$ cat config.mk
export PLATFORM = sky130hd
export DESIGN_NAME = column_flattener
export DESIGN_NICKNAME = d
export VERILOG_FILES = /design/src/common/raycast_pkg.sv /design/src/column_render/column_flattener.sv
export SDC_FILE = /design/constraint.sdc
export NUM_CORES = 1
export LEC_CHECK = 0
export BUFFER_PORTS_ARGS = -buffer_cell sky130_fd_sc_hd__buf_2
export CORE_MARGIN = 4
export CORE_UTILIZATION = 55
export CTS_BUF_LIST = sky130_fd_sc_hd__clkbuf_8
export DETAILED_ROUTE_END_ITERATION = 6
export GPL_ROUTABILITY_DRIVEN = 0
export GPL_TIMING_DRIVEN = 0
export PLACE_DENSITY = 0.8
export SYNTH_ARGS = -nofsm -noshare
export SYNTH_HDL_FRONTEND = slang
export SYNTH_SLANG_ARGS = --single-unit
$ cat constraint.sdc
create_clock -name clk_pixel -period 4.1 [get_ports clk_pixel]
set_input_delay 0.82 -clock clk_pixel [delete_from_list [all_inputs] [get_ports clk_pixel]]
set_output_delay 0.82 -clock clk_pixel [all_outputs]
set_load 0.03 [all_outputs]
$ cat src/common/raycast_pkg.sv
`default_nettype none

package raycast_pkg;

    // one 38 bit DDA result per screen column
    typedef struct packed {
        logic [8:0]  hcount;       // screen column
        logic [7:0]  line_height;  // unclamped wall height in rows
        logic        wall_side;    // 1 = y-side hit
        logic [3:0]  map_id;       // map cell that was hit
        logic [15:0] wall_x;       // texture coordinate carried but unused for colour
    } column_rec_t;

    typedef logic [15:0] pixel_t; // rgb565

    localparam pixel_t CEIL_COLOR  = 16'h4208; // dark grey
    localparam pixel_t FLOOR_COLOR = 16'h8410; // mid grey

    // wall palette indexed by map_id with entry 0 as empty space
    localparam pixel_t PALETTE [16] = '{
        16'h0000, // black
        16'hF800, // red
        16'h07E0, // green
        16'h001F, // blue
        16'hFFFF, // white
        16'hFFE0, // yellow
        16'h07FF, // cyan
        16'hF81F, // magenta
        16'hFD20, // orange
        16'hA145, // brown
        16'h8010, // purple
        16'h0410, // teal
        16'h8400, // olive
        16'h0010, // navy
        16'h8000, // maroon
        16'hFE19  // pink
    };

    // y-side walls are drawn darker so corners stand out
    function automatic pixel_t wall_color(input logic [3:0] map_id, input logic wall_side);
        pixel_t base;
        base = PALETTE[map_id];
        if (wall_side) begin
            // halve each channel on its own without borrow between fields
            return {1'b0, base[15:12], 1'b0, base[10:6], 1'b0, base[4:1]};
        end
        return base;
    endfunction

endpackage

`default_nettype wire

$ cat src/column_render/column_flattener.sv
`timescale 1ns/1ps
`default_nettype none

module column_flattener #(
    parameter int SCREEN_WIDTH  = 320,
    parameter int SCREEN_HEIGHT = 240
) (
    input  wire                         clk_pixel,
    input  wire                         sys_rst,
    input  wire                         rec_valid,
    input  wire raycast_pkg::column_rec_t rec_data,
    input  wire                         rec_last,
    output logic                        rec_ready,
    output logic                        wr_en,
    output logic [$clog2(SCREEN_WIDTH*SCREEN_HEIGHT)-1:0] wr_addr,
    output raycast_pkg::pixel_t         wr_pixel,
    output logic                        wr_frame_last
);

    localparam int ADDR_W = $clog2(SCREEN_WIDTH * SCREEN_HEIGHT);
    localparam int ROW_W  = $clog2(SCREEN_HEIGHT);
    localparam int SPAN_W = $clog2(SCREEN_HEIGHT + 1); // must hold SCREEN_HEIGHT itself

    logic              busy;     // one record in flight
    logic [ROW_W-1:0]  row_cnt;
    logic              last_row;
    logic [ADDR_W-1:0] addr_r;   // row * width + column stepped per row

    // latched per record
    logic [SPAN_W-1:0]   top_row;
    logic [SPAN_W-1:0]   wall_end; // first floor row
    raycast_pkg::pixel_t wall_pix;
    logic                last_r;

    // span of the incoming record
    logic [SPAN_W-1:0] span_h;
    logic [SPAN_W-1:0] span_top;

    always_comb begin
        if (rec_data.line_height > SCREEN_HEIGHT) begin
            span_h = SPAN_W'(SCREEN_HEIGHT); // clamp tall walls
        end else begin
            span_h = SPAN_W'(rec_data.line_height);
        end
        span_top = (SPAN_W'(SCREEN_HEIGHT) - span_h) >> 1; // rounds down
    end

    assign rec_ready = !busy; // only take a record when idle
    assign last_row  = (row_cnt == ROW_W'(SCREEN_HEIGHT - 1));

    always_ff @(posedge clk_pixel) begin
        if (sys_rst) begin
            busy    <= 1'b0;
            row_cnt <= '0;
        end else if (!busy) begin
            if (rec_valid) begin
                busy    <= 1'b1;
                row_cnt <= '0;
            end
        end else begin
            row_cnt <= row_cnt + 1'b1;
            if (last_row) begin
                busy <= 1'b0; // ready again next cycle
            end
        end
    end

    // record payload and address walk
    always_ff @(posedge clk_pixel) begin
        if (!busy && rec_valid) begin
            top_row  <= span_top;
            wall_end <= span_top + span_h;
            wall_pix <= raycast_pkg::wall_color(rec_data.map_id, rec_data.wall_side);
            last_r   <= rec_last;
            addr_r   <= ADDR_W'(rec_data.hcount); // row 0 of this column
        end else if (busy) begin
            addr_r <= addr_r + ADDR_W'(SCREEN_WIDTH); // next row down without a multiplier
        end
    end

    // one write per row while busy
    assign wr_en         = busy;
    assign wr_addr       = addr_r;
    assign wr_frame_last = busy && last_r && last_row; // final write of the frame

    always_comb begin
        if (SPAN_W'(row_cnt) < top_row) begin
            wr_pixel = raycast_pkg::CEIL_COLOR;
        end else if (SPAN_W'(row_cnt) < wall_end) begin
            wr_pixel = wall_pix;
        end else begin
            wr_pixel = raycast_pkg::FLOOR_COLOR;
        end
    end

endmodule

`default_nettype wire

# --- Word-level counts from Yosys, hierarchy flattened ---
# Memory sizes are Yosys's and may differ from the RTL's.
# Index checks and enable logic that the tools add are counted.
word_totals:
  mem_bits_ro: 256
  inputBits: 42
  mem_count: 1
  reg_bits: 58
  out_inout_bits: 36
classes:
  n_reduce_logical: 6
  eq_ne: 1
  n_lt_le_gt_ge: 4
  bitwise_logic: 1
  add_sub_neg: 4
  n_mux: 16
mem_list:
  columns: ["memory", "words", "width", "rd", "rd_ports_with_merged_regs", "wr", "line_no", "text"]
  rows:
  - ["(no name shown)", 16, 16, 1, 0, 0, "raycast_pkg.sv:42", "base = PALETTE[map_id];"]
ops:
  columns: ["cell", "count"]
  rows:
  - ["$mux W16", 6]
  - ["$mux W8", 3]
  - ["$mux W9", 2]
  - ["$add A17 B9 Y17 const B", 1]
  - ["$add A7 B8 Y8", 1]
  - ["$add A8 B1 Y8 const B", 1]
  - ["$eq A8 B8 Y1 const B", 1]
  - ["$gt A8 B8 Y1 const B", 1]
  - ["$lt A8 B7 Y1", 1]
  - ["$lt A8 B8 Y1", 1]
  - ["$sub A8 B8 Y8 const A", 1]
  - ["$ge A5 B5 Y1 const B", 1]
  - ["$mux W1", 5]
  - ["$not A4 Y5", 1]
  - ["$reduce_bool A2 Y1", 2]
  - ["$logic_and A1 B1 Y1", 3]
  - ["$logic_not A1 Y1", 1]

# --- Logic depth before layout (Yosys ltp) ---
depth:
  depth_word: 6
  depth_mapped: 14
  ltp_nobuf: 12

# --- Worst setup path before layout ---
# No wires, ideal clock.
synth_timing:
  path_type: "in2reg"
  from: "in rec_data[26] (netlist name)"
  to: "reg wall_end[7] (data pin)"
  setup_time_ns: 0.135
  t_required_ns: 3.965
  t_arrival_ns: 3.159
  cell_stages: 14
  setup_slack_ns: 0.806
  path_cell_list: "clkbuf_1 -> nand4_1 -> nand2_1 -> ha_1 -> clkbuf_8 -> o21ai_0 -> nand4_1 -> o21ai_0 -> ha_1 -> nand2_1 -> nor2_1 -> o211ai_1 -> or4b_1 -> nand3_1"
synth_between:
  elab_chain_len: 4
synth_rtl:
  columns: ["element", "line_no", "text"]
  rows:
  - ["start, declared", "column_flattener.sv:11", "input wire raycast_pkg::column_rec_t rec_data,"]
  - ["$gt A8 B8 Y1", "column_flattener.sv:40", "if (rec_data.line_height > SCREEN_HEIGHT) begin"]
  - ["$mux W8 (*)", "column_flattener.sv:40", null]
  - ["$sub A8 B8 Y8 (*)", "column_flattener.sv:45", "span_top = (SPAN_W'(SCREEN_HEIGHT) - span_h) >> 1;"]
  - ["via span_top[5]", "column_flattener.sv:37", "logic [SPAN_W-1:0] span_top;"]
  - ["$add A7 B8 Y8 (*)", "column_flattener.sv:72", "wall_end <= span_top + span_h;"]
  - ["end signal, assigned", "column_flattener.sv:72", null]
  - ["end, declared", "column_flattener.sv:31", "logic [SPAN_W-1:0] wall_end;"]
# The timed path passes the listed nets; every way through them passes the cells marked *.
# A chain may end at the register's enable or synchronous reset.

# --- Final worst setup path ---
layout_timing:
  from: "reg row_cnt[4]"
  to: "out wr_pixel[9]"
layout_between:
  elab_chain_len: 3
layout_rtl:
  columns: ["element", "line_no", "text"]
  rows:
  - ["start, declared", "column_flattener.sv:25", "logic [ROW_W-1:0] row_cnt;"]
  - ["start signal, assigned", "column_flattener.sv:61", "row_cnt <= row_cnt + 1'b1;"]
  - ["$lt A8 B8 Y1", "column_flattener.sv:89", "end else if (SPAN_W'(row_cnt) < wall_end) begin"]
  - ["$mux W16", "column_flattener.sv:89", null]
  - ["$mux W16 (*)", "column_flattener.sv:87", "if (SPAN_W'(row_cnt) < top_row) begin"]
  - ["end, declared", "column_flattener.sv:16", "output raycast_pkg::pixel_t wr_pixel,"]
# Mark *: on every way between the ends. The rest lies on a longest branch, timed or not.

==> results.md <==
- Power share of the combinational group: 0.189
- Finished Layout Cells: approximately 550
- Die area: about 0.008 mm²
- CTS Hold Bufs: 0
- Commonest non-fill, non-tap cells in the layout: buf_2, inv_1, nand2_1, edfxtp_1, nor2_1
- Die Y: 89.7 µm
- Critical path type: flop to output port
- Post-Syn Area: about 0.0037 mm²
- Syn Inst Count: 399
- Worst-path clk slew: 0.06 ns
- Area Growth Syn to Fin: 14.5%
- Post_cts resized: 0
- Fillers: 521
- First-pass GRT wire length: 12.8 mm
- Outcome: completed
- Largest net degree at the start of global routing: 48
- Antenna cells: 0
- Core area: 0.00642 mm²
- Post-DP HPWL: 5.66 mm
- Fin. max-slew vios: 0
- Row count: 29
- Hold Fails Final Rpt: 0
- Initial DRC count: ~130
- Hold Path Stages: 2
- Num ports: 78
- Final net count: 533
- Async SR Flop Fraction: 0
- PD cells: between 300 and 400 mW/mm²
- Clock sinks: 58
- Register share of total power: 0.502
- Predominant post-synthesis flop cell: edfxtp_1
- Unrepaired setup endpoints after global routing: false
- Clock Path Buffers: 2
- WL/cell: between 10 and 15 µm
- Mean number of vias per cell: approximately 5.5
- Final Cycle Share: 0.852
- Synth warn: 0
- DR vias: 3023
- Worst-Skew Late Latency: ~0.34 ns
- Leak: 1.90 nW
- CTS H-tree depth: 3
- Worst Reg-to-Reg Cells: 5
- GRT Residual Overflow: 0
- CP endpoint kind: output port
- Sw power: between 0.0004 and 0.0005 W
- DR pass1 iterations: 4
- DRT antenna net count: 0
- Req. time, crit path: between 3 and 4 ns
- Critical Path Start Type: flop
- Worst hold path type: flop to flop
- Power share of the clock group: 0.309
- Yosys top cell area share: 0.335
- Crit-path max FO: 7
- Initial core utilization: 0.572
- Synth top area cells: edfxtp_1, dfxtp_1, ha_1
- Leading area contributor after synthesis: edfxtp_1
- Die W: approximately 90 µm
- Final Util: 0.655
- Net Sw Frac: 0.296
- Most common library cell in the layout ignoring fill and taps: buf_2
- Fmax: around 290 MHz
- CTS Buf Count: 9
- #FFs+latches synth: 58
- Max-Cap Viols: 0
- Initial antenna violation count: 0
- Post-synth EDFFs: about 40
- Post-CTS setup buffers: 0
- PortBufs: 55
- Placed insts: 531
- Data arrival time of the critical path: around 2.7 ns
- Post-synthesis sequential area ratio: 0.428
- Vias in the first global route: about 2900
- WL final: 7.53 mm
- Int Pwr: between 0.0009 and 0.001 W
- Clock skew: between 0.006 and 0.007 ns
- Minimum clock period: about 3.5 ns
- Post-synthesis average cell area: ~9.2 µm²
- Gr usage total: 0.193
- Remaining DRCs: 0
- Library cells used by synthesis: 55
- CTS Root Cell: clkbuf_8
- Slew margin rel.: 0.361
- Total Neg Setup Slack: 0 ns
- Syn_nets: between 400 and 500
- CTS tree: done
- Finish-stage setup viols: 0
- IR drop worst, VDD: 0.171 mV
- Layout cells sized above 1: 0.177
- Measured slew at the worst slew-check pin: 0.958 ns
-- registers in the layout, indices dropped and copies added, names as in the netlist --
signal    flops
wall_end      8
last_r        1
row_cnt       8
top_row       7
wr_addr      17
wr_en         1
wall_pix     16
-- cell type report --
class | count | area (µm²) | area share
Multi-Input combinational cell | 278 | 1840 | 0.438
Tap cell | 77 | 96.3 | 0.0229
Buffer | 22 | 105 | 0.0250
Timing Repair Buffer | 55 | 275 | 0.0654
Clock inverter | 7 | 37.5 | 0.00892
Clock buffer | 9 | 124 | 0.0294
Sequential cell | 58 | 1570 | 0.373
Inverter | 41 | 154 | 0.0366
-- synth_stat cells (3+ instances only) --
cell and count:
a211oi_1 12, a21o_1 3, a21oi_1 19, a31oi_1 3, and2_1 8, and3_1 3
buf_1 3, clkbuf_1 16, dfxtp_1 17, edfxtp_1 41, ha_1 26, inv_1 41
mux2i_1 6, nand2_1 41, nand2b_1 8, nand3_1 8, nand4_1 7, nor2_1 28
nor3_1 5, nor3b_1 5, o211a_1 3, o211ai_1 8, o21ai_0 24, o31ai_1 3
or2_2 3, or3_1 9, xnor2_1 9, xor2_1 7
-- through the flow --
step	hold slack [ns]	setup slack [ns]	area [µm²]	total power, W
after floorplan	0.510	0.806	3670	0.000907
after global placement	0.494	0.419	4050	0.000970
after detailed placement	0.515	0.402	4050	0.000981
final	0.534	0.606	4210	0.00140
after CTS	0.525	0.663	4210	0.00141
after global routing	0.572	0.395	4210	0.00147
-- worst max-delay path: stages (launching register included) --
cell       delay (ns)
dfxtp_1          0.45
ha_1             0.29
a21oi_1          0.17
nor2_1           0.06
a2111oi_0        0.53
o21ai_0          0.39
o211ai_1         0.21
buf_2            0.24
-- routing by layer --
layer | global-route usage | part of all wire | routed length, µm
met5 | 0 | 0 | 0
met4 | 0.101 | 0.029 | 220
met3 | 0.0492 | 0.052 | 388
met2 | 0.317 | 0.47 | 3540
met1 | 0.233 | 0.45 | 3390
-- power by group through the flow --
stage | logic [W] | registers (W) | clock network (W)
after floorplan | 0.000166 | 0.000741 | 0
after global placement | 0.000255 | 0.000716 | 0
after detailed placement | 0.000264 | 0.000717 | 0
after CTS | 0.000265 | 0.000704 | 0.000439
after global routing | 0.000298 | 0.000708 | 0.000466
final | 0.000265 | 0.000704 | 0.000433
-- logic make-up (layout without fill, tap and decap cells) --
kind of cell             after synthesis  after routing  share of synthesized area
buffers and inverters                 63            134                     0.0702
XOR/XNOR                              16             16                     0.0381
AND/OR/NAND/NOR                      137            137                      0.192
adder cells (fa/ha/maj)               26             26                     0.0886
AO/OA/AOI/OAI                         92             92                      0.164
flip-flops                            58             58                      0.428
multiplexers                           7              7                     0.0194
-- path summary, 6_finish.rpt --
check	to	slack [ns]	from
worst max-delay path	wr_pixel[9]	0.61	row_cnt[4]
worst min-delay path	wr_addr[12]	0.53	wr_addr[12]
worst max register to register	wr_addr[6]	1.94	wr_en
worst min register to register	wr_addr[12]	0.53	wr_addr[12]
No activity file was read; power rests on OpenSTA's default activity.
