<file path="config.mk">
export PLATFORM = sky130hd
export DESIGN_NAME = stream_fifo
export DESIGN_NICKNAME = d
export VERILOG_FILES = /design/src/common/raycast_pkg.sv /design/src/design/stream_fifo.sv
export SDC_FILE = /design/constraint.sdc
export NUM_CORES = 1
export LEC_CHECK = 0
export BUFFER_PORTS_ARGS = -buffer_cell sky130_fd_sc_hd__buf_2
export CORE_MARGIN = 2
export CORE_UTILIZATION = 35
export DETAILED_ROUTE_END_ITERATION = 10
export GPL_TIMING_DRIVEN = 0
export HOLD_SLACK_MARGIN = 0.03
export SLEW_MARGIN = 20
export SYNTH_ARGS = -nofsm -noshare
export SYNTH_HDL_FRONTEND = slang
export SYNTH_SLANG_ARGS = --single-unit
</file>
<file path="constraint.sdc">
create_clock -name clk_pixel -period 15.49 [get_ports clk_pixel]
set_input_delay 0 -clock clk_pixel [delete_from_list [all_inputs] [get_ports clk_pixel]]
set_output_delay 0 -clock clk_pixel [all_outputs]
set_load 0.03 [all_outputs]
</file>
<file path="src/common/raycast_pkg.sv">
`default_nettype none

package raycast_pkg;

    // one 38 bit DDA result per screen column
    typedef struct packed {
        logic [8:0]  hcount;       // screen column
        logic [7:0]  line_height;  // unclamped wall height in rows
        logic        wall_side;    // 1 = y-side hit
        logic [3:0]  map_id;       // map cell that was hit
        logic [15:0] wall_x;       // texture coordinate carried but unused for colour
    } column_rec_t;

    typedef logic [15:0] pixel_t; // rgb565

    localparam pixel_t CEIL_COLOR  = 16'h4208; // dark grey
    localparam pixel_t FLOOR_COLOR = 16'h8410; // mid grey

    // wall palette indexed by map_id with entry 0 as empty space
    localparam pixel_t PALETTE [16] = '{
        16'h0000, // black
        16'hF800, // red
        16'h07E0, // green
        16'h001F, // blue
        16'hFFFF, // white
        16'hFFE0, // yellow
        16'h07FF, // cyan
        16'hF81F, // magenta
        16'hFD20, // orange
        16'hA145, // brown
        16'h8010, // purple
        16'h0410, // teal
        16'h8400, // olive
        16'h0010, // navy
        16'h8000, // maroon
        16'hFE19  // pink
    };

    // y-side walls are drawn darker so corners stand out
    function automatic pixel_t wall_color(input logic [3:0] map_id, input logic wall_side);
        pixel_t base;
        base = PALETTE[map_id];
        if (wall_side) begin
            // halve each channel on its own without borrow between fields
            return {1'b0, base[15:12], 1'b0, base[10:6], 1'b0, base[4:1]};
        end
        return base;
    endfunction

endpackage

`default_nettype wire

</file>
<file path="src/design/stream_fifo.sv">
`timescale 1ns/1ps
`default_nettype none

module stream_fifo #(
    parameter int FIFO_DEPTH = 16
) (
    input  wire                       clk_pixel,
    input  wire                       sys_rst,
    input  wire                       in_valid,
    input  wire raycast_pkg::column_rec_t in_data,
    input  wire                       in_last,
    output logic                      in_ready,
    output logic                      out_valid,
    output raycast_pkg::column_rec_t  out_data,
    output logic                      out_last,
    input  wire                       out_ready
);

    localparam int PTR_W = (FIFO_DEPTH > 1) ? $clog2(FIFO_DEPTH) : 1;
    localparam int CNT_W = $clog2(FIFO_DEPTH + 1);

    // record storage
    raycast_pkg::column_rec_t rec_mem [FIFO_DEPTH];
    logic                     last_mem [FIFO_DEPTH]; // frame end flag beside each record

    logic [PTR_W-1:0] wr_ptr;
    logic [PTR_W-1:0] rd_ptr;
    logic [CNT_W-1:0] count; // occupancy

    logic push;
    logic pop;

    // full fifo still takes a word when one leaves in the same cycle
    assign in_ready  = (count != CNT_W'(FIFO_DEPTH)) || out_ready;
    assign out_valid = (count != '0);
    assign out_data  = rec_mem[rd_ptr]; // head word falls through
    assign out_last  = last_mem[rd_ptr];

    assign push = in_valid && in_ready;
    assign pop  = out_valid && out_ready;

    always_ff @(posedge clk_pixel) begin
        if (push) begin
            rec_mem[wr_ptr]  <= in_data;
            last_mem[wr_ptr] <= in_last;
        end
    end

    always_ff @(posedge clk_pixel) begin
        if (sys_rst) begin
            wr_ptr <= '0;
            rd_ptr <= '0;
            count  <= '0;
        end else begin
            if (push) begin
                // wrap by compare so depth need not be a power of two
                wr_ptr <= (wr_ptr == PTR_W'(FIFO_DEPTH - 1)) ? '0 : wr_ptr + 1'b1;
            end
            if (pop) begin
                rd_ptr <= (rd_ptr == PTR_W'(FIFO_DEPTH - 1)) ? '0 : rd_ptr + 1'b1;
            end
            case ({push, pop})
                2'b10:   count <= count + 1'b1;
                2'b01:   count <= count - 1'b1;
                default: count <= count;  // both or neither
            endcase
        end
    end

endmodule

`default_nettype wire

</file>
# After elaboration in Yosys (flattened, before gate mapping)

Memory sizes are Yosys's and may differ from the RTL's. A register that Yosys moved wholly into a read port is not among the register bits.
Index checks and enable logic that the tools add are counted.
Widths: inputs -> output; s select.

Register bits after elaboration: 13
RAM bits: 624
Memories kept: 2
Word-level logic and storage cells: 28
Input port bits: 43
Bits in latches: 0
Memory bits (read-only): 0
Output and inout port bits: 41

Divide/modulo/power cells: 0
Equality and inequality tests: 5
Multiply operators: 0
Magnitude comparators: 0
Reductions and logical operators: 5
Shift-type cells: 0
Mux-type cells: 9
Add/subtract/negate cells: 4
Bitwise logic cells: 0

Memory list:

| name     | words | bits a word | read ports | clocked after memory_dff | write ports | line              | source |
|---|---|---|---|---|---|---|---|
| rec_mem  | 16    | 38          | 1          | 1                        | 1           | stream_fifo.sv:23 | `raycast_pkg::column_rec_t rec_mem [FIFO_DEPTH];` |
| last_mem | 16    | 1           | 1          | 1                        | 1           | stream_fifo.sv:24 | `logic last_mem [FIFO_DEPTH];` |

Operator list:

| operator            | count |
|---|---|
| $mux 4              | 6 |
| $pmux 5 s2          | 1 |
| $add 4x1->4 const B | 2 |
| $eq 4x4->1 const B  | 2 |
| $add 5x1->5 const B | 1 |
| $ne 5x5->1 const B  | 1 |
| $reduce_bool 5->1   | 1 |
| $sub 5x1->5 const B | 1 |
| $eq 2x1->1 const B  | 1 |
| $eq 2x2->1 const B  | 1 |
| $logic_and 1x1->1   | 2 |
| $mux 1              | 2 |
| $reduce_bool 2->1   | 1 |
| $logic_or 1x1->1    | 1 |

# Depth between registers and ports, before layout

Gate-level depths: netlist of the first run.

Depth after elaboration: 5
Mapped depth: 12
Mapped depth without buffers: 10

# Worst setup path after synthesis of the first run

No wires, ideal clock.

Path kind: register to register
Start: register count[1]
End: memory last_mem[0], enable pin
Setup slack: 10.012 ns
Period minus slack after synthesis: 5.478 ns
Buffers on the path: 0
Setup time: 0.547 ns
Required time: 14.943 ns
Stages on the path, launching flop included: 5
Arrival: 4.931 ns
Cells stage by stage: dfxtp_1 -> or4_4 -> o21a_4 -> inv_4 -> nor4b_1

Cells in the longest elaborated chain, start to end: 5

RTL lines:

| what                         | line              | source |
|---|---|---|
| from (decl)                  | stream_fifo.sv:28 | `logic [CNT_W-1:0] count;` |
| from (signal assigned)       | stream_fifo.sv:63 | `2'b10: count <= count + 1'b1;` |
| from (signal assigned)       | stream_fifo.sv:64 | `2'b01: count <= count - 1'b1;` |
| from (signal assigned)       | stream_fifo.sv:65 | `default: count <= count;` |
| $ne 5x5->1                   | stream_fifo.sv:34 | `assign in_ready = (count != CNT_W'(FIFO_DEPTH)) \|\| out_ready;` |
| $logic_or 1x1->1             | stream_fifo.sv:34 |  |
| $logic_and 1x1->1            | stream_fifo.sv:39 | `assign push = in_valid && in_ready;` |
| $mux 1                       | stream_fifo.sv:43 | `if (push) begin` |
| $mux 1 (not written as such) | stream_fifo.sv:45 | `last_mem[wr_ptr] <= in_last;` |
| to (decl)                    | stream_fifo.sv:24 |  |

No other way between the ends.

==> flow_summary.ini, run 1 <==
[pwr]
peakVddDrop_mv = 0.0791
p_leak_nw = 9.20
p_per_area_nw_per_um2 = 150
total_power_mw = 4.33

[clocking]
cts.sinks = 641
htree_levels = 3
clk_pin_slew_worst_paths_ps = 60
post_cts_buffers = 0
cts-root-buf = clkbuf_16
ctsHoldBuffers = 44
ctsResizeCount = 0
cts_buffer_depth = 3
cts_tree = yes
clk_latency_ps = 600
numCtsBuffers = 67

[worst_setup_path]
slowest_stage = clkbuf_1
cp-start-kind = flop
crit_required_ps = 15490
crit_path_max_fanout = 10
crit_arrival_ps = 3430
path_delay_family = buffers and inverters
cpMostUsedCell = clkbuf_1
path_buf_inv = 3
cpPeakStageDelay_ps = 680
r2r-start = count[2]
cp-end-kind = primary output
crit_chain = clkbuf_1 -> clkbuf_1 -> mux4_2 -> a22oi_1 -> nand2_1 -> buf_2
critical_path_class = flop to primary output

[timing]
setup-violations-final = 0
whs_ps = 321
max_slew_margin_pct = 37.7
period_minus_slack_ps = 3430
hold_viol_final = 0
setup_tns_ps = 0
slew_viol_final = 0
timing.final.ws_setup_ps = 12060
skew_ps = 18.0
fmax_ghz = 0.292
tightest_slew_ps = 935
rsz0062_at_grt = false
finalCritPeriodShare_pct = 22.1

[place]
gp_congestion = 0.724
pre_cts_ws_ps = 12240
hpwl_mm = 33.4
numPortBuffers = 82
placed_area_sq_um = 26400

[floorplanning]
placementRows = 96
core_sq_um = 68700
ios = 84
die_w_um = 267
fp.dieH_um = 267
initial_core_util_pct = 35.4
dieArea_sq_um = 71500

[drt]
ant_nets = 0
dr.pass1.iters = 5
post_drt_wl_per_cell_um = 24.4
via_count = 11935
vias_per_cell = 5.18
drc = 0
first_iter_violations = 1134
drt-total-wl_mm = 56.2

[logic_synthesis]
synthCells = 1075
yosysTopAreaCell = edfxtp_1
syn_avg_cell_area_sq_um = 22.6
synth_edf_count = 624
synthArstFlopShare_pct = 0
synth_ff_type = edfxtp_1
netlist_top_cells_area = edfxtp_1 77%, mux4_2 14%, a22oi_1 2.4%
syn_nets = 1126
synth.most_common_cell = edfxtp_1
synth_common_cells = 624 x edfxtp_1, 156 x mux4_2, 78 x a22oi_1
yosysTopAreaCellShare_pct = 77.1
yosys_warnings = 0
synth_cell_types = 46
synth-seq-cells = 641
syn_area_sq_um = 24300
ys_seq_area_share_pct = 78.5

[cells_and_area]
drive_gt1_share_pct = 30.9
fill_cells = 6076
area.growth.synth_to_final_pct = 19.1
stdcell_area_sq_um = 28900
fin_nets = 1370

[global_routing]
grt_max_degree = 28
grt_overflow = 0
grt_pass1_vias = 12223
grt_pass1_wl_mm = 81.7
antenna_found_initial = 2
grt.total_usage_pct = 15.8

[hold_path]
hp-class = input port to flop
hp-start = in_data[36]

[run_status]
status = finished clean

[flow_run]
max_cap_violations = 0
==> report_power, final <==
part / leakage (nW) / switching, mW / internal, mW / total (mW)
clock: 1.02 / 0.645 / 0.886 / 1.53
sequential: 5.77 / 0.0173 / 1.95 / 1.96
combinational: 2.41 / 0.479 / 0.358 / 0.837
total: 9.20 / 1.14 / 3.19 / 4.33
==> routing by layer <==
metal | GRT usage (%) | wire length [um] | vias up
li1 | - | - | 5077
met1 | 22.8 | 24800 | 6374
met2 | 24.9 | 26600 | 417
met3 | 2.81 | 3930 | 65
met4 | 4.30 | 879 | 2
met5 | 0 | 11 | -
==> area by class of cell <==
type	count	area [sq um]	share of cell area [%]
Multi-Input combinational cell	371	5010	17.3
Timing Repair Buffer	175	1320	4.55
Inverter	5	21.3	0.0735
Sequential cell	641	19100	65.9
Buffer	58	258	0.891
Clock buffer	83	1780	6.15
Clock inverter	37	310	1.07
Antenna cell	1	2.50	0.00865
Tap cell	931	1160	4.02
==> stage by stage <==
step | util [%] | cells
2_1_floorplan | - | 1075
3_5_place_dp | 38.4 | 2137
5_1_grt | 42.1 | 2302
4_1_cts | 42.1 | 2301
3_3_place_gp | 37.7 | 2088
6_report | 42.1 | 2302
==> final timing paths <==
check | end | slack, ps | depth (start not counted)
max | out_data[6] | 12060 | 6
min | rec_mem[13][36] | 320 | 2
max reg2reg | count[4] | 12210 | 12
min reg2reg | flop | 520 | 2
==> kinds of logic (layout without fill, tap and decap cells) <==
group	count (synthesis)	count (layout)	share of synthesized area, %
adders and majority gates	8	8	0.412
and+or+nand+nor	94	94	1.96
muxes	159	159	14.6
other	0	1	0
buffers and inverters	63	358	1.15
xor gates and xnor gates	6	6	0.216
AOI/OAI and AO/OA	104	104	3.14
DFF	641	641	78.5
==> state kept, by name, indices dropped and copies added, names as in the netlist, named ones only <==
register / cells
rd_ptr: 4
last_mem: 16
rec_mem: 608
count: 5
wr_ptr: 4
==> cell usage in the layout (no fill, tap or decap), types with 2 or more instances in the layout <==
master / synthesis / final
bufinv_16: 0 / 4
buf_6: 1 / 2
ha_1: 8 / 8
buf_4: 4 / 12
o211ai_1: 2 / 2
and3_4: 1 / 9
dlygate4sd3_1: 0 / 44
a22oi_1: 78 / 78
inv_6: 0 / 3
o21ai_0: 3 / 3
dfxtp_1: 17 / 17
nand3_1: 3 / 3
a21oi_1: 9 / 9
or2_2: 2 / 2
inv_1: 4 / 4
nand2_1: 45 / 45
nor2_1: 10 / 10
xor2_1: 5 / 5
nor4b_2: 0 / 4
clkbuf_1: 38 / 52
a21o_1: 2 / 2
clkinv_2: 0 / 11
buf_12: 0 / 10
nor2b_1: 4 / 4
and2_4: 0 / 4
clkinv_1: 0 / 14
mux2i_1: 2 / 2
clkinv_8: 0 / 2
edfxtp_1: 624 / 624
nor4b_1: 6 / 2
buf_16: 0 / 2
clkbuf_16: 0 / 69
clkinvlp_4: 0 / 2
nand2b_1: 3 / 3
buf_2: 14 / 124
mux4_2: 156 / 156
(Power assumes the default switching activity.)
==> inputs of run 2 (changes only) <==
clock period = 3.24 ns   (was 15.49 ns; I/O delays follow)
==> flow_summary.ini, run 2 (synthesis results as in run 1) <==
[worst_setup_path]
cp-start-kind = flop
crit_path_max_fanout = 10
r2r_end = count[4]
crit_chain = clkbuf_2 -> clkbuf_1 -> mux4_2 -> a22oi_1 -> nand2_1 -> buf_2
r2r-start = count[1]
path_delay_family = buffers and inverters
path_buf_inv = 3
cp-end-kind = primary output
crit_arrival_ps = 3100
critical_path_class = flop to primary output
r2r_cells = 10
slowest_stage = clkbuf_1
path_depth = 6
cp-endpoint = out_data[8]
reg2reg_slack_ps = 180
cpPeakStageDelay_ps = 650
crit_required_ps = 3240

[timing]
setup-violations-final = 0
period_minus_slack_ps = 3100
hold_viol_final = 0
tightest_slew_ps = 920
fmax_ghz = 0.322
finalCritPeriodShare_pct = 95.8
max_slew_margin_pct = 38.6
timing.final.ws_setup_ps = 136
skew_ps = 18.8
slew_viol_final = 0
rsz0062_at_grt = true

[place]
numPortBuffers = 82
hpwl_mm = 33.3
pre_cts_ws_ps = -104
gp_congestion = 0.675

[clocking]
cts-root-buf = clkbuf_16
cts_tree = yes
cts.sinks = 641
htree_levels = 3
numCtsBuffers = 66
clk_pin_slew_worst_paths_ps = 60
clk_latency_ps = 600
cts_buffer_depth = 3

[global_routing]
grt_overflow = 0
grt.total_usage_pct = 16.0
grt_pass1_vias = 12345
antenna_found_initial = 2
grt_pass1_wl_mm = 81.9
grt_max_degree = 28

[cells_and_area]
fin_nets = 1351
fill_cells = 5984
largest_register_ffs = 608
largest-register = rec_mem
area.growth.synth_to_final_pct = 19.7
mostFrequentLayoutCell = edfxtp_1
regArea_sq_um = 19100
multiInputGateArea_sq_um = 5050
top_regs = rec_mem: 608 flops, last_mem: 16 flops, count: 5 flops
final_cell_mix = 624 x edfxtp_1, 156 x mux4_2, 97 x buf_2, 78 x a22oi_1, 71 x clkbuf_16
drive_gt1_share_pct = 31.0
antenna_cells = 0

[floorplanning]
fp.dieH_um = 267
initial_core_util_pct = 35.4
core_sq_um = 68700
ios = 84
placementRows = 96
die_w_um = 267
dieArea_sq_um = 71500

[pwr]
combinationalPowerShare_pct = 19.0
seqPwrFrac_pct = 44.5
switchingPower_mw = 5.50
p_leak_nw = 9.20
clockPowerShare_pct = 36.5
power.internal_mw = 15.6
peakVddDrop_mv = 0.354
switching_share_pct = 26.1
total_power_mw = 21.1
p_per_area_nw_per_um2 = 725

[drt]
via_count = 11782
first_iter_violations = 1201
ant_nets = 0
highest-signal-layer = met5
vias_per_cell = 5.16
dr_wl_met2_mm = 27.4
drc = 0
wl_met3_mm = 3.88
dr.pass1.iters = 5
wl_met1_mm = 23.9
post_drt_wl_per_cell_um = 24.7
drt-total-wl_mm = 56.4

[hold_path]
hp-class = input port to flop

[run_status]
status = finished clean

[flow_run]
max_cap_violations = 0
[run 2: changes by cell type in the layout (fill, tap and decap cells not counted), sizes merged, moves of 3 or more]
cell	previous run	this run
buf	151	136
clkinv	28	23
clkinvlp	2	6
bufinv	4	7
clkbuf	121	118
[run 2: layout make-up]
type | count | share of cell area (%)
Inverter | 5 | 0.0731
Tap cell | 931 | 4.01
Timing Repair Buffer | 158 | 4.49
Multi-Input combinational cell | 371 | 17.4
Buffer | 57 | 0.916
Clock buffer | 83 | 6.26
Clock inverter | 38 | 1.28
Sequential cell | 641 | 65.6
[run 2: per-layer routing]
| metal | up-vias | GRT usage, % |
|---|---|---|
| li1 | 5041 | - |
| met2 | 391 | 25.9 |
| met5 | - | 0 |
| met4 | 2 | 4.20 |
| met3 | 84 | 4.32 |
| met1 | 6264 | 21.4 |
[run 2: worst min-delay path by stage]
stage,from,endpoint,slack (ps),depth (start not counted)
3_3_place_gp,in_data[20],rec_mem[8][20],360,1
3_5_place_dp,in_data[23],rec_mem[13][23],390,1
5_1_grt,in_data[2],rec_mem[2][2],330,2
4_1_cts,in_data[2],rec_mem[2][2],310,2
2_1_floorplan,in_last,last_mem[0],100,0
6_report,in_data[36],rec_mem[3][36],330,2
[run 2: stage by stage]
stage          cells  hold WS (ps)  area (sq um)  utilization, %  TNS [ps]
2_1_floorplan   1075          98.9         24300               -    -41620
3_3_place_gp    2088           360         25900            37.7   -602870
3_5_place_dp    2120           387         26400            38.5      -104
4_1_cts         2284           309         29100            42.3         0
5_1_grt         2284           330         29100            42.3     -1.27
6_report        2284           329         29100            42.3         0
[run 2: power by group through the flow]
stage	combinational (mW)	clock [mW]	sequential (mW)
CTS	4.12	7.84	9.39
floorplan	2.82	0	9.55
global placement	3.95	0	9.58
finish	4.01	7.69	9.39
global route	4.32	8.16	9.40
detailed placement	4.07	0	9.56
[run 2: repair_timing]
item,4_1_cts,5_1_grt
setup buffers,0,0
resized for setup,9,7
hold buffers,44,0
setup endpoints to repair,39,14
endpoints found under the hold margin,638,0
